File: src/design/cpu_settings.svh
`ifndef CPU_SETTINGS_SVH
`define CPU_SETTINGS_SVH

// Data and address width
`define CPU_XLEN 32

// General registers, register 0 reads as zero
`define CPU_NREGS 16
`define CPU_RSEL_W 4

// First fetch address after reset
`define CPU_RESET_PC 32'h0000_0000

`endif

File: src/design/cpu_pkg.sv
`default_nettype none

`include "cpu_settings.svh"

package cpu_pkg;

	typedef enum logic [3:0] {
		OP_NOP  = 4'h0,
		OP_ADD  = 4'h1,
		OP_SUB  = 4'h2,
		OP_AND  = 4'h3,
		OP_OR   = 4'h4,
		OP_XOR  = 4'h5,
		OP_SHL  = 4'h6,
		OP_ADDI = 4'h7,
		OP_LDW  = 4'h8,
		OP_STW  = 4'h9,
		OP_BEQ  = 4'ha,
		OP_HALT = 4'hb	// 4'hc to 4'hf unused
	} opcode_e;

	// Opcode byte holds an opcode_e in its low nibble, upper nibble zero
	typedef struct packed {
		logic [7:0] opcode;
		logic [`CPU_RSEL_W-1:0] rd;
		logic [`CPU_RSEL_W-1:0] ra;
		logic [`CPU_RSEL_W-1:0] rb;
		logic [11:0] unused;
	} instr_r_t;

	typedef struct packed {
		logic [7:0] opcode;
		logic [`CPU_RSEL_W-1:0] rd;
		logic [`CPU_RSEL_W-1:0] ra;
		logic [15:0] imm;	// Signed
	} instr_i_t;

	typedef union packed {
		instr_r_t r;
		instr_i_t i;
	} instr_u;

	typedef struct packed {
		logic valid;
		instr_u instr;
		logic [`CPU_XLEN-1:0] pc_plus_4;
	} fd_t;

	typedef struct packed {
		logic valid;
		opcode_e opcode;
		logic [`CPU_RSEL_W-1:0] rd;
		logic [`CPU_RSEL_W-1:0] ra_sel;
		logic [`CPU_RSEL_W-1:0] rb_sel;
		logic [`CPU_XLEN-1:0] imm32;
		logic [`CPU_XLEN-1:0] pc_plus_4;
		logic write_rd;
		logic use_imm;
		logic load;
		logic store;
		logic branch;
		logic halt;
	} de_t;

	typedef struct packed {
		logic valid;
		logic load;
		logic store;
		logic write_rd;
		logic [`CPU_RSEL_W-1:0] rd;
		logic [`CPU_XLEN-1:0] alu_out;	// Result or memory address
		logic [`CPU_XLEN-1:0] store_val;
	} em_t;

	typedef struct packed {
		logic write_rd;
		logic [`CPU_RSEL_W-1:0] rd;
		logic [`CPU_XLEN-1:0] wr_val;
	} mw_t;

endpackage

`default_nettype wire

File: src/design/cpu_fetch.sv
`timescale 1ns/1ps
`default_nettype none

`include "cpu_settings.svh"

module cpu_fetch (
	input wire clk,
	input wire i_rst_n,
	input wire i_i_ack,
	input wire [`CPU_XLEN-1:0] i_i_data,
	input wire i_hold,
	input wire i_redirect,
	input wire [`CPU_XLEN-1:0] i_target,
	input wire i_halt,
	output logic o_i_req,
	output logic [`CPU_XLEN-1:0] o_i_addr,
	output cpu_pkg::fd_t o_fd,
	output logic o_halted
);

	typedef enum logic [1:0] {F_IDLE, F_REQ, F_DONE} fstate_e;

	fstate_e state;
	logic [`CPU_XLEN-1:0] pc;	// Next address to request
	logic kill;	// Word in flight is from a flushed path
	logic fd_valid;
	cpu_pkg::instr_u fd_instr;
	logic [`CPU_XLEN-1:0] fd_pc4;
	logic fd_free;
	logic take;
	logic capture;

	assign fd_free = !fd_valid || !i_hold;
	// Ack is held until req drops, so a full slot just delays the drop
	assign take = (state == F_REQ) && i_i_ack && (kill || i_redirect || fd_free);
	assign capture = take && !kill && !i_redirect;

	always_ff @(posedge clk or negedge i_rst_n) begin
		if (!i_rst_n) begin
			state <= F_IDLE;
			pc <= `CPU_RESET_PC;
			kill <= 1'b0;
			o_i_req <= 1'b0;
			o_halted <= 1'b0;
			fd_valid <= 1'b0;
		end else begin
			o_halted <= o_halted || (i_halt && state == F_IDLE);
			if (i_redirect)
				pc <= i_target;
			case (state)
			F_IDLE: begin
				if (!i_halt && !i_redirect) begin
					o_i_req <= 1'b1;
					pc <= pc + `CPU_XLEN'd4;
					state <= F_REQ;
				end
			end
			F_REQ: begin
				if (take) begin
					o_i_req <= 1'b0;
					state <= F_DONE;
				end
			end
			F_DONE: begin
				if (!i_i_ack)
					state <= F_IDLE;	// Four-phase cycle closed
			end
			default: state <= F_IDLE;
			endcase

			if (take)
				kill <= 1'b0;
			else if (i_redirect && state == F_REQ)
				kill <= 1'b1;

			if (i_redirect)
				fd_valid <= 1'b0;
			else if (capture)
				fd_valid <= 1'b1;
			else if (!i_hold)
				fd_valid <= 1'b0;	// Taken by decode, bubble follows
		end
	end

	always_ff @(posedge clk) begin
		if (state == F_IDLE)
			o_i_addr <= pc;	// Req is low here
		if (capture) begin
			fd_instr <= i_i_data;
			fd_pc4 <= o_i_addr + `CPU_XLEN'd4;
		end
	end

	assign o_fd = '{valid: fd_valid, instr: fd_instr, pc_plus_4: fd_pc4};

endmodule

`default_nettype wire

File: src/design/cpu_decode.sv
`timescale 1ns/1ps
`default_nettype none

`include "cpu_settings.svh"

module cpu_decode (
	input wire clk,
	input wire i_rst_n,
	input wire cpu_pkg::fd_t i_fd,
	input wire i_hold,
	input wire i_flush,
	output logic [`CPU_RSEL_W-1:0] o_ra_sel,
	output logic [`CPU_RSEL_W-1:0] o_rb_sel,
	output cpu_pkg::de_t o_de
);

	cpu_pkg::instr_u ins;
	cpu_pkg::de_t de_d;
	logic [7:0] op_raw;
	logic [`CPU_XLEN-1:0] imm_sx;

	always_comb begin
		ins = i_fd.instr;
		op_raw = ins.r.opcode;
		imm_sx = {{(`CPU_XLEN-16){ins.i.imm[15]}}, ins.i.imm};
		de_d = '0;
		de_d.valid = i_fd.valid;
		de_d.pc_plus_4 = i_fd.pc_plus_4;
		if (op_raw[7:4] == 4'h0)
			de_d.opcode = cpu_pkg::opcode_e'(op_raw[3:0]);
		else
			de_d.opcode = cpu_pkg::OP_NOP;

		case (de_d.opcode)
		cpu_pkg::OP_ADD, cpu_pkg::OP_SUB, cpu_pkg::OP_AND, cpu_pkg::OP_OR,
		cpu_pkg::OP_XOR, cpu_pkg::OP_SHL: begin
			de_d.rd = ins.r.rd;
			de_d.ra_sel = ins.r.ra;
			de_d.rb_sel = ins.r.rb;
			de_d.write_rd = 1'b1;
		end
		cpu_pkg::OP_ADDI, cpu_pkg::OP_LDW: begin
			de_d.rd = ins.i.rd;
			de_d.ra_sel = ins.i.ra;
			de_d.imm32 = imm_sx;
			de_d.use_imm = 1'b1;
			de_d.write_rd = 1'b1;
			de_d.load = (de_d.opcode == cpu_pkg::OP_LDW);
		end
		cpu_pkg::OP_STW: begin
			de_d.ra_sel = ins.i.ra;
			de_d.rb_sel = ins.i.rd;	// Store data
			de_d.imm32 = imm_sx;
			de_d.use_imm = 1'b1;
			de_d.store = 1'b1;
		end
		cpu_pkg::OP_BEQ: begin
			de_d.ra_sel = ins.i.ra;
			de_d.rb_sel = ins.i.rd;	// Compared against ra
			de_d.imm32 = imm_sx;
			de_d.branch = 1'b1;
		end
		cpu_pkg::OP_HALT: de_d.halt = 1'b1;
		default: de_d.opcode = cpu_pkg::OP_NOP;	// Undefined codes too
		endcase
	end

	// Held item keeps its selects so the registered reads stay in line
	assign o_ra_sel = i_hold ? o_de.ra_sel : de_d.ra_sel;
	assign o_rb_sel = i_hold ? o_de.rb_sel : de_d.rb_sel;

	always_ff @(posedge clk or negedge i_rst_n) begin
		if (!i_rst_n)
			o_de <= '0;
		else if (i_flush)
			o_de.valid <= 1'b0;
		else if (!i_hold)
			o_de <= de_d;
	end

endmodule

`default_nettype wire

File: src/design/cpu_regfile.sv
`timescale 1ns/1ps
`default_nettype none

`include "cpu_settings.svh"

module cpu_regfile (
	input wire clk,
	input wire i_rst_n,
	input wire [`CPU_RSEL_W-1:0] i_ra_sel,
	input wire [`CPU_RSEL_W-1:0] i_rb_sel,
	input wire cpu_pkg::mw_t i_mw,
	output logic [`CPU_XLEN-1:0] o_ra,
	output logic [`CPU_XLEN-1:0] o_rb
);

	logic [`CPU_XLEN-1:0] regs [1:`CPU_NREGS-1];	// No storage for r0

	function automatic logic [`CPU_XLEN-1:0] rd_port(input logic [`CPU_RSEL_W-1:0] sel);
		if (sel == '0)
			return '0;
		if (i_mw.write_rd && i_mw.rd == sel)
			return i_mw.wr_val;	// Same-cycle write
		return regs[sel];
	endfunction

	always_ff @(posedge clk or negedge i_rst_n) begin
		if (!i_rst_n) begin
			for (int i = 1; i < `CPU_NREGS; i++)
				regs[i] <= '0;
			o_ra <= '0;
			o_rb <= '0;
		end else begin
			if (i_mw.write_rd && i_mw.rd != '0)
				regs[i_mw.rd] <= i_mw.wr_val;
			o_ra <= rd_port(i_ra_sel);
			o_rb <= rd_port(i_rb_sel);
		end
	end

endmodule

`default_nettype wire

File: src/design/cpu_exec.sv
`timescale 1ns/1ps
`default_nettype none

`include "cpu_settings.svh"

module cpu_exec (
	input wire clk,
	input wire i_rst_n,
	input wire cpu_pkg::de_t i_de,
	input wire [`CPU_XLEN-1:0] i_ra,
	input wire [`CPU_XLEN-1:0] i_rb,
	input wire i_hold,
	output cpu_pkg::em_t o_em,
	output logic o_redirect,
	output logic [`CPU_XLEN-1:0] o_target,
	output logic o_halt
);

	logic live;
	logic [`CPU_XLEN-1:0] op_b;
	logic [`CPU_XLEN-1:0] alu;
	logic taken;

	// Item behind a taken branch or after HALT is dropped here
	assign live = i_de.valid && !o_redirect && !o_halt;
	assign op_b = i_de.use_imm ? i_de.imm32 : i_rb;
	assign taken = live && i_de.branch && (i_ra == i_rb);

	always_comb begin
		case (i_de.opcode)
		cpu_pkg::OP_ADD, cpu_pkg::OP_ADDI,
		cpu_pkg::OP_LDW, cpu_pkg::OP_STW: alu = i_ra + op_b;	// Address for LDW/STW
		cpu_pkg::OP_SUB: alu = i_ra - op_b;
		cpu_pkg::OP_AND: alu = i_ra & op_b;
		cpu_pkg::OP_OR:  alu = i_ra | op_b;
		cpu_pkg::OP_XOR: alu = i_ra ^ op_b;
		cpu_pkg::OP_SHL: alu = i_ra << op_b[4:0];
		default: alu = '0;
		endcase
	end

	always_ff @(posedge clk or negedge i_rst_n) begin
		if (!i_rst_n) begin
			o_em <= '0;
			o_redirect <= 1'b0;
			o_halt <= 1'b0;
		end else begin
			o_redirect <= 1'b0;
			if (i_hold) begin
				o_em.valid <= 1'b0;
				o_em.load <= 1'b0;
				o_em.store <= 1'b0;
				o_em.write_rd <= 1'b0;
			end else begin
				o_em.valid <= live;
				o_em.load <= live && i_de.load;
				o_em.store <= live && i_de.store;
				o_em.write_rd <= live && i_de.write_rd;
				o_em.rd <= i_de.rd;
				o_em.alu_out <= alu;
				o_em.store_val <= i_rb;
				o_redirect <= taken;
				o_halt <= o_halt || (live && i_de.halt);	// Sticky
			end
		end
	end

	// Word offset from the next instruction
	always_ff @(posedge clk)
		o_target <= i_de.pc_plus_4 + (i_de.imm32 << 2);

endmodule

`default_nettype wire

File: src/design/cpu_memory.sv
`timescale 1ns/1ps
`default_nettype none

`include "cpu_settings.svh"

module cpu_memory (
	input wire clk,
	input wire i_rst_n,
	input wire cpu_pkg::em_t i_em,
	input wire i_d_ack,
	input wire [`CPU_XLEN-1:0] i_d_rdata,
	output logic o_d_req,
	output logic o_d_we,
	output logic [`CPU_XLEN-1:0] o_d_addr,
	output logic [`CPU_XLEN-1:0] o_d_wdata,
	output logic o_busy,
	output cpu_pkg::mw_t o_mw
);

	typedef enum logic [1:0] {M_IDLE, M_REQ, M_DONE} mstate_e;

	mstate_e state;
	logic accept;
	logic ld_q;	// Open access is a load that writes rd
	logic [`CPU_RSEL_W-1:0] rd_q;
	logic [`CPU_XLEN-1:0] ld_data;

	assign accept = (state == M_IDLE) && i_em.valid && (i_em.load || i_em.store);
	// Busy already in the accept cycle so execute does not overwrite em
	assign o_busy = (state != M_IDLE) || accept;

	always_ff @(posedge clk or negedge i_rst_n) begin
		if (!i_rst_n) begin
			state <= M_IDLE;
			o_d_req <= 1'b0;
			o_d_we <= 1'b0;
			ld_q <= 1'b0;
			o_mw <= '0;
		end else begin
			o_mw.write_rd <= 1'b0;
			case (state)
			M_IDLE: begin
				if (accept) begin
					o_d_req <= 1'b1;
					o_d_we <= i_em.store;
					ld_q <= i_em.load && i_em.write_rd;
					state <= M_REQ;
				end else begin
					o_mw.write_rd <= i_em.valid && i_em.write_rd;
					o_mw.rd <= i_em.rd;
					o_mw.wr_val <= i_em.alu_out;
				end
			end
			M_REQ: begin
				if (i_d_ack) begin
					o_d_req <= 1'b0;
					o_d_we <= 1'b0;
					state <= M_DONE;
				end
			end
			M_DONE: begin
				if (!i_d_ack) begin
					o_mw.write_rd <= ld_q;
					o_mw.rd <= rd_q;
					o_mw.wr_val <= ld_data;
					state <= M_IDLE;
				end
			end
			default: state <= M_IDLE;
			endcase
		end
	end

	always_ff @(posedge clk) begin
		if (accept) begin
			o_d_addr <= i_em.alu_out;
			o_d_wdata <= i_em.store_val;
			rd_q <= i_em.rd;
		end
		if (state == M_REQ && i_d_ack)
			ld_data <= i_d_rdata;
	end

endmodule

`default_nettype wire

File: src/design/cpu_core.sv
`timescale 1ns/1ps
`default_nettype none

`include "cpu_settings.svh"

module cpu_core (
	input wire clk,
	input wire i_rst_n,
	input wire i_i_ack,
	input wire [`CPU_XLEN-1:0] i_i_data,
	input wire i_d_ack,
	input wire [`CPU_XLEN-1:0] i_d_rdata,
	output logic o_i_req,
	output logic [`CPU_XLEN-1:0] o_i_addr,
	output logic o_d_req,
	output logic o_d_we,
	output logic [`CPU_XLEN-1:0] o_d_addr,
	output logic [`CPU_XLEN-1:0] o_d_wdata,
	output logic o_halted
);

	cpu_pkg::fd_t fd;
	cpu_pkg::de_t de;
	cpu_pkg::em_t em;
	cpu_pkg::mw_t mw;
	logic [`CPU_RSEL_W-1:0] ra_sel;
	logic [`CPU_RSEL_W-1:0] rb_sel;
	logic [`CPU_XLEN-1:0] rf_ra;
	logic [`CPU_XLEN-1:0] rf_rb;
	logic [`CPU_XLEN-1:0] ex_ra;
	logic [`CPU_XLEN-1:0] ex_rb;
	logic [`CPU_XLEN-1:0] target;
	logic redirect;
	logic halt;
	logic mem_busy;
	logic load_use;
	logic hold;

	// Youngest producer wins, a load in em has no data yet
	function automatic logic [`CPU_XLEN-1:0] fwd(input logic [`CPU_RSEL_W-1:0] sel,
			input logic [`CPU_XLEN-1:0] rf_val, input cpu_pkg::em_t e,
			input cpu_pkg::mw_t w);
		if (sel == '0)
			return rf_val;
		if (e.valid && e.write_rd && !e.load && e.rd == sel)
			return e.alu_out;
		if (w.write_rd && w.rd == sel)
			return w.wr_val;
		return rf_val;
	endfunction

	assign ex_ra = fwd(de.ra_sel, rf_ra, em, mw);
	assign ex_rb = fwd(de.rb_sel, rf_rb, em, mw);

	assign load_use = de.valid && em.valid && em.load && em.write_rd && em.rd != '0 &&
		(em.rd == de.ra_sel || em.rd == de.rb_sel);
	assign hold = mem_busy || load_use;

	cpu_fetch fetch_i (.clk(clk), .i_rst_n(i_rst_n), .i_i_ack(i_i_ack), .i_i_data(i_i_data),
		.i_hold(hold), .i_redirect(redirect), .i_target(target), .i_halt(halt),
		.o_i_req(o_i_req), .o_i_addr(o_i_addr), .o_fd(fd), .o_halted(o_halted));

	cpu_decode decode_i (.clk(clk), .i_rst_n(i_rst_n), .i_fd(fd), .i_hold(hold),
		.i_flush(redirect), .o_ra_sel(ra_sel), .o_rb_sel(rb_sel), .o_de(de));

	cpu_regfile regfile_i (.clk(clk), .i_rst_n(i_rst_n), .i_ra_sel(ra_sel),
		.i_rb_sel(rb_sel), .i_mw(mw), .o_ra(rf_ra), .o_rb(rf_rb));

	cpu_exec exec_i (.clk(clk), .i_rst_n(i_rst_n), .i_de(de), .i_ra(ex_ra), .i_rb(ex_rb),
		.i_hold(hold), .o_em(em), .o_redirect(redirect), .o_target(target),
		.o_halt(halt));

	cpu_memory memory_i (.clk(clk), .i_rst_n(i_rst_n), .i_em(em), .i_d_ack(i_d_ack),
		.i_d_rdata(i_d_rdata), .o_d_req(o_d_req), .o_d_we(o_d_we), .o_d_addr(o_d_addr),
		.o_d_wdata(o_d_wdata), .o_busy(mem_busy), .o_mw(mw));

endmodule

`default_nettype wire

File: config.mk
export PLATFORM = sky130hd
export DESIGN_NAME = cpu_core
export DESIGN_NICKNAME = d
export VERILOG_FILES = /design/src/design/cpu_pkg.sv /design/src/design/cpu_fetch.sv /design/src/design/cpu_decode.sv /design/src/design/cpu_regfile.sv /design/src/design/cpu_exec.sv /design/src/design/cpu_memory.sv /design/src/design/cpu_core.sv
export VERILOG_INCLUDE_DIRS = /design/src /design/src/design
export SDC_FILE = /design/constraint.sdc
export NUM_CORES = 2
export LEC_CHECK = 0
export ABC_AREA = 1
export BUFFER_PORTS_ARGS = -buffer_cell sky130_fd_sc_hd__buf_4
export CAP_MARGIN = 10
export CORE_MARGIN = 4
export CORE_UTILIZATION = 43
export DETAILED_ROUTE_END_ITERATION = 7
export HOLD_SLACK_MARGIN = 0.03
export PLACE_DENSITY = 0.6
export SLEW_MARGIN = 10
export SYNTH_ARGS = -nofsm -noshare
export SYNTH_HDL_FRONTEND = slang
export SYNTH_HIERARCHICAL = 1
export SYNTH_SLANG_ARGS = --single-unit
File: constraint.sdc
create_clock -name clk -period 5.9 [get_ports clk]
set_clock_uncertainty 0.2 [all_clocks]
set_input_delay 1.18 -clock clk [delete_from_list [all_inputs] [get_ports clk]]
set_output_delay 1.18 -clock clk [all_outputs]
set_load 0.02 [all_outputs]
[Word-level counts from Yosys, hierarchy flattened]
Cells that the tools add are included.
Word-level totals
  output and inout port bits: 100
  register bits after elaboration: 1013
Operators by class
  mux-type cells: 94
  shift-type cells: 1
  bitwise logic cells: 8
  reductions and logical operators: 79
  $lt $le $gt $ge: 4
  equality and inequality tests: 40
  add/sub/neg operators: 5
Operators with widths (count)
  2-to-1 mux 32 bit: 30
  bitwise mux 480 bit: 1
  binary-select mux 32 bit (select 4 bit): 2
  case mux 32 bit (6 select lines): 1
  demux 32 bit (select 4 bit): 1
  2-to-1 mux 87 bit: 1
  2-to-1 mux 37 bit: 2
  case mux 37 bit (2 select lines): 1
  adder 32 x 3 -> 32 bit (second input constant): 2
  adder 32 bit: 2
  2-to-1 mux 1 bit: 36
  logical AND 1 bit: 34
  AND 32 bit: 1
  equality test 32 bit: 1
  equality test 4 x 3 -> 1 bit (second input constant): 8
  bitwise OR 32 bit: 1
  left shift 32 x 5 -> 32 bit: 1
  subtractor 32 bit: 1
  XOR 32 bit: 1
  2-to-1 mux 4 bit: 7
  equality test 4 bit: 6
  equality test 4 bit (second input constant): 6
  zero test 4 bit: 5
  equality test 4 x 2 -> 1 bit (second input constant): 4
  other kinds (28): 76

[Depth between registers and ports, before layout]
  word-level depth: 14
  mapped depth: 37

[By module]
The synthesis kept the hierarchy.
By module, submodules not included
  cpu_regfile: seq. area each 13613.1 sq um, times used 1, cells each 4410, area each 30071.3 sq um
  cpu_exec: seq. area each 2492.4 sq um, times used 1, cells each 1971, area each 12130.4 sq um
  cpu_fetch: seq. area each 3833.7 sq um, times used 1, cells each 653, area each 6473.7 sq um
  cpu_memory: seq. area each 4053.9 sq um, times used 1, cells each 333, area each 5039.8 sq um
  cpu_decode: seq. area each 1776.7 sq um, times used 1, cells each 390, area each 3215.6 sq um
  cpu_core: seq. area each 0.0 sq um, times used 1, cells each 584, area each 2630.0 sq um

[Worst setup path after synthesis]
No wires, ideal clock.
  kind: register to register
  start: register exec_i/o_em[70] (netlist bit)
  end: register fetch_i/fd_instr[0] (netlist bit), enable pin
  clock period less this slack: 4.733 ns
  setup time: 0.487 ns
  cell stages (with the launch flop): 8
  path slack: 1.167 ns
  arrival time: 4.046 ns
  required time: 5.213 ns
  path buffers: 1
  cell sequence: dfrtp_1 -> nor2_2 -> o21ai_4 -> buf_4 -> a31o_2 -> nand4_1 -> nand3_1 -> nor2_1
On the way
  elaborated cells between the ends (all ways): 14
  those cells by class: 14 x reduce/logical
RTL lines
  start, declared: RTL line cpu_exec.sv:13  | output cpu_pkg::em_t o_em,
  logical OR 1 bit: RTL line cpu_memory.sv:28  | assign accept = (state == M_IDLE) && i_em.valid && (i_em.load || i_em.store);
  logical AND 1 bit: RTL line cpu_memory.sv:28
  logical OR 1 bit: RTL line cpu_memory.sv:30  | assign o_busy = (state != M_IDLE) || accept;
  named net mem_busy: RTL line cpu_core.sv:35  | logic mem_busy;
  logical OR 1 bit: RTL line cpu_core.sv:57  | assign hold = mem_busy || load_use;
  named net hold: RTL line cpu_core.sv:37  | logic hold;
  zero test 1 bit
  logical OR 1 bit: RTL line cpu_fetch.sv:33  | assign fd_free = !fd_valid || !i_hold;
  logical OR 1 bit: RTL line cpu_fetch.sv:35  | assign take = (state == F_REQ) && i_i_ack && (kill || i_redirect || fd_free);
  logical AND 1 bit: RTL line cpu_fetch.sv:35
  logical AND 1 bit (2 in a row): RTL line cpu_fetch.sv:36  | assign capture = take && !kill && !i_redirect;
  named net fetch_i.capture: RTL line cpu_fetch.sv:31  | logic capture;
  end signal, assigned: RTL line cpu_fetch.sv:89  | fd_instr <= i_i_data;
  end, declared: RTL line cpu_fetch.sv:27  | cpu_pkg::instr_u fd_instr;
The timed path passes the listed nets, and every way through them passes these cells.
A chain may end at the register's enable or synchronous reset.

[Worst setup path in the final report]
  start: register memory_i/o_mw[32] (netlist bit)
  end: register exec_i/o_em[57] (netlist bit)
On the way
  cells in the longest elaborated chain, start to end: 11
  elaborated cells between the ends (all ways): 26
  those cells by class: 2 x add/sub; 2 x eq/ne; 1 x shift; 16 x mux; 3 x bitwise; 2 x reduce/logical
RTL lines
  start, declared: RTL line cpu_memory.sv:17  | output cpu_pkg::mw_t o_mw
  equality test 4 bit (*): RTL line cpu_core.sv:47  | if (w.write_rd && w.rd == sel)
  logical AND 1 bit (*): RTL line cpu_core.sv:47
  2-to-1 mux 1 bit (2 in a row): RTL line cpu_core.sv:47
  2-to-1 mux 1 bit: RTL line cpu_core.sv:45  | if (e.valid && e.write_rd && !e.load && e.rd == sel)
  2-to-1 mux 32 bit (*): RTL line cpu_core.sv:49  | return rf_val;
  2-to-1 mux 32 bit (*): RTL line cpu_core.sv:47
  2-to-1 mux 32 bit (*): RTL line cpu_core.sv:45
  named net ex_rb[7]: RTL line cpu_core.sv:31  | logic [`CPU_XLEN-1:0] ex_rb;
  2-to-1 mux 32 bit (*): RTL line cpu_exec.sv:26  | assign op_b = i_de.use_imm ? i_de.imm32 : i_rb;
  subtractor 32 bit / adder 32 bit (equally long branches): RTL line cpu_exec.sv:33, cpu_exec.sv:32
  case mux 32 bit (6 select lines) (*): RTL line cpu_exec.sv:30  | case (i_de.opcode)
The timed path passes the listed nets; every way through them passes the cells marked *. The select of a mux whose other input is x is not followed.

==> impl_metrics.sql <==
INSERT INTO impl_metrics (metric_group, metric, value, unit) VALUES
('run_status', 'status', 'finished, violations left', ''),
('run_status', 'violations', 'DRC', ''),
('clock_tree', 'postCtsResizedCells', '0', ''),
('floorplan', 'vertical_die_dimension', '380', 'microns'),
('synth', 'ys_seq_elements', '997', ''),
('worst_setup_path', 'worst-path-max-fanout', '18', ''),
('place', 'place.port_buffers', '167', ''),
('power', 'sequentialPowerShare', '39.5', '%'),
('clock_tree', 'clk-insertion-delay-late', '0.77', 'ns'),
('place', 'dpl-instance-area', '0.0623', 'sq mm'),
('synth', 'synthDistinctLibCells', '61', ''),
('synth', 'async_reset_ff_share', '77.1', '%'),
('routing', 'number_of_remaining_drc_errors', '1', ''),
('synth', 'synth_sequential_area_ratio', '43.3', '%'),
('timing', 'finalSetupViolations', '0', ''),
('cells_and_area', 'final_layout_size_suffix_gt1_share', '9.27', '%'),
('clock_tree', 'cts_max_path_buffers', '3', ''),
('power', 'p_leak', '0.0314', 'uW'),
('global_route', 'grtUsageTotal', '31.8', '%'),
('routing', 'detail_route.vias_per_cell', '5.59', ''),
('cells_and_area', 'flow.area_growth_from_synthesis', '11.1', '%'),
('routing', 'wl_met1', '101', 'mm'),
('cells_and_area', 'fin_cells', '10200', ''),
('routing', 'drt-wirelength-per-cell', '23.1', 'microns'),
('timing', 'hold_viol_final', '0', ''),
('timing', 'whs', '0.181', 'ns'),
('routing', 'routed-wl-met3', '20.9', 'mm'),
('worst_hold_path', 'worst_hold_path_type', 'reg2reg', ''),
('clock_tree', 'cts_tree', 'built', ''),
('worst_setup_path', 'timing.critical_path.mode_cell', 'sky130_fd_sc_hd__nand2_1', ''),
('worst_setup_path', 'endpoint_kind', 'flop', ''),
('cells_and_area', 'final_design_area_no_fill', '0.0662', 'sq mm'),
('timing', 'timing_max_transition_violations_final', '0', ''),
('synth', 'synthCells', '8341', ''),
('floorplan', 'floorplan.initialDensity', '43.3', '%'),
('synth', 'yosysWarnings', '6', ''),
('clock_tree', 'clk_pin_slew', '0.07', 'ns'),
('power', 'power_switching', '7300', 'uW'),
('global_route', 'maximum_number_of_pins_on_one_net_before_global_route_repair', '151', ''),
('place', 'place.detailed.instances', '9978', ''),
('power', 'cellInternalPower', '13200', 'uW'),
('routing', 'totalWireLength', '235', 'mm'),
('power', 'max-vdd-ir-drop', '0.315', 'mV'),
('timing', 'maximum_clock_frequency', '0.191', 'GHz'),
('timing', 'final.period_utilization', '88.8', '%'),
('worst_setup_path', 'critical-path-slowest-cell', 'sky130_fd_sc_hd__dfrtp_1', ''),
('synth', 'postSynthNetCount', '8540', ''),
('global_route', 'vias_in_the_first_global_route', '53800', ''),
('cells_and_area', 'final_common_cell', 'sky130_fd_sc_hd__nand2_1', ''),
('power', 'power.share.combinational', '24.7', '%'),
('floorplan', 'cell_rows', '136', ''),
('timing', 'timing_worst_slew_pin_value', '1.22', 'ns'),
('timing', 'fin_crit', '5.24', 'ns'),
('cells_and_area', 'num-nets-final', '8498', ''),
('clock_tree', 'clock_sink_count', '997', ''),
('global_route', 'antenna_found_initial', '9', ''),
('cells_and_area', 'mostFrequentLayoutCells', 'sky130_fd_sc_hd__nand2_1 (3081), sky130_fd_sc_hd__nor2_1 (839), sky130_fd_sc_hd__dfrtp_1 (769), sky130_fd_sc_hd__nand3_1 (719), sky130_fd_sc_hd__o21ai_0 (596)', ''),
('clock_tree', 'postCtsSetupBuffers', '0', ''),
('power', 'netSwitchingFraction', '35.7', '%'),
('routing', 'antenna_left', '0', ''),
('floorplan', 'die-area', '0.145', 'sq mm'),
('clock_tree', 'tritoncts.num_buffers', '113', ''),
('worst_setup_path', 'max_stage_delay', '0.42', 'ns'),
('global_route', 'grt_pass1_wl', '351', 'mm'),
('timing', 'grt_setup_unrepaired', 'no', ''),
('worst_setup_path', 'crit_type', 'reg2reg', ''),
('cells_and_area', 'nFillCells', '13900', ''),
('place', 'gpl.final_weighted_congestion', '1.02', ''),
('synth', 'synth_edf_count', '196', ''),
('timing', 'slew-limit-headroom', '18.1', '%'),
('routing', 'maxUsedRoutingLayer', 'met5', '');
kinds of logic (layout without fill, tap and decap cells):
family                     after synthesis  in the layout  synth area share [%]
AOI/OAI and AO/OA                     1096           1096                  10.3
buffers and inverters                 1091           1146                  7.91
other                                    0              3                     0
DFF                                    997            997                  43.3
adders and majority gates              131            131                  2.78
xor gates and xnor gates                95             95                  1.41
muxes                                    2              2                0.0336
and+or+nand+nor                       4929           4929                  34.3
final timing paths:
path,start,endpoint,slack [ns],depth (start not counted)
max,memory_i/o_mw[32]$_DFFE_PN0P_,exec_i/o_em[57]$_DFFE_PN0N_,0.66,33
min,decode_i/o_de[7]$_DFFE_PN0P_,exec_i/o_target[1]$_DFF_P_,0.18,0
max reg2reg,memory_i/o_mw[32]$_DFFE_PN0P_,exec_i/o_em[57]$_DFFE_PN0N_,0.66,33
min reg2reg,decode_i/o_de[7]$_DFFE_PN0P_,exec_i/o_target[1]$_DFF_P_,0.18,0
max in group asynchronous,i_rst_n,exec_i/o_em[48]$_DFFE_PN0N_,4.04,2
min in group asynchronous,i_rst_n,regfile_i/regs[249]$_DFFE_PN0P_,0.25,1
routing by layer:
| metal | GRT usage, % | vias to the layer above |
|---|---|---|
| li1 | - | 26700 |
| met1 | 44.2 | 27200 |
| met5 | 0 | - |
| met2 | 48.5 | 2634 |
| met4 | 13.2 | 6 |
| met3 | 6.32 | 528 |
power by group through the flow:
stage / Combinational (uW) / Clock (uW) / Sequential (uW)
6_report: 5050 / 7320 / 8090
5_1_grt: 5540 / 7730 / 8120
4_1_cts: 4970 / 7450 / 8080
3_5_place_dp: 4940 / 0 / 8200
3_3_place_gp: 4950 / 0 / 8200
2_1_floorplan: 3170 / 0 / 8110
through the flow:
step	util (%)	setup slack, ns	power (uW)
detailed placement	45.3	0.864	13100
global route	48.1	0.219	21400
global placement	45.3	0.837	13100
finish	48.1	0.662	20500
CTS	48.1	0.834	20500
floorplan	-	1.17	11300
worst max-delay path: cells and delay by family (launching register included):
kind,cells,cell delay (ns)
AOI/OAI and AO/OA,1,0.19
xor gates and xnor gates,1,0.15
buffers and inverters,3,0.56
and+or+nand+nor,27,3.17
adders and majority gates,1,0.39
DFF,1,0.42
cells in the mapped netlist, drive strengths merged, types with 17 or more instances:
cell       n  area share (%)
buf      298             2.9
xor2      71             1.0
o211ai    29            0.37
edfxtp   196             9.9
o22ai     28            0.29
dfxtp     32             1.1
nand3    734             6.3
a21oi    277             2.7
ha       129             2.7
xnor2     24            0.37
nor2     896             6.2
nand4     86            0.91
nor3      32            0.38
nand3b    17            0.21
nand2   3132              20
inv      590             3.7
a221oi    33            0.49
o21ai    677             5.8
dfrtp    769              32
clkbuf   202             1.3
flip-flops by register name (all words and copies together), names as in the netlist, 37 cells and up:
name	count
exec_i/o_em	72
memory_i/o_mw	37
decode_i/o_de	71
regfile_i/regs	480
cell type report:
class	instances	area, sq um	share of cell area (%)
sequential	997	25800	38.9
antenna	3	7.51	0.0113
inverter	591	2230	3.37
multi-input combinational	6253	29200	44.2
clock inverter	65	818	1.24
timing repair buffer	343	2810	4.24
clock buffer	147	3060	4.62
tap	1794	2240	3.39
Power figures use the tool's default switching activity.
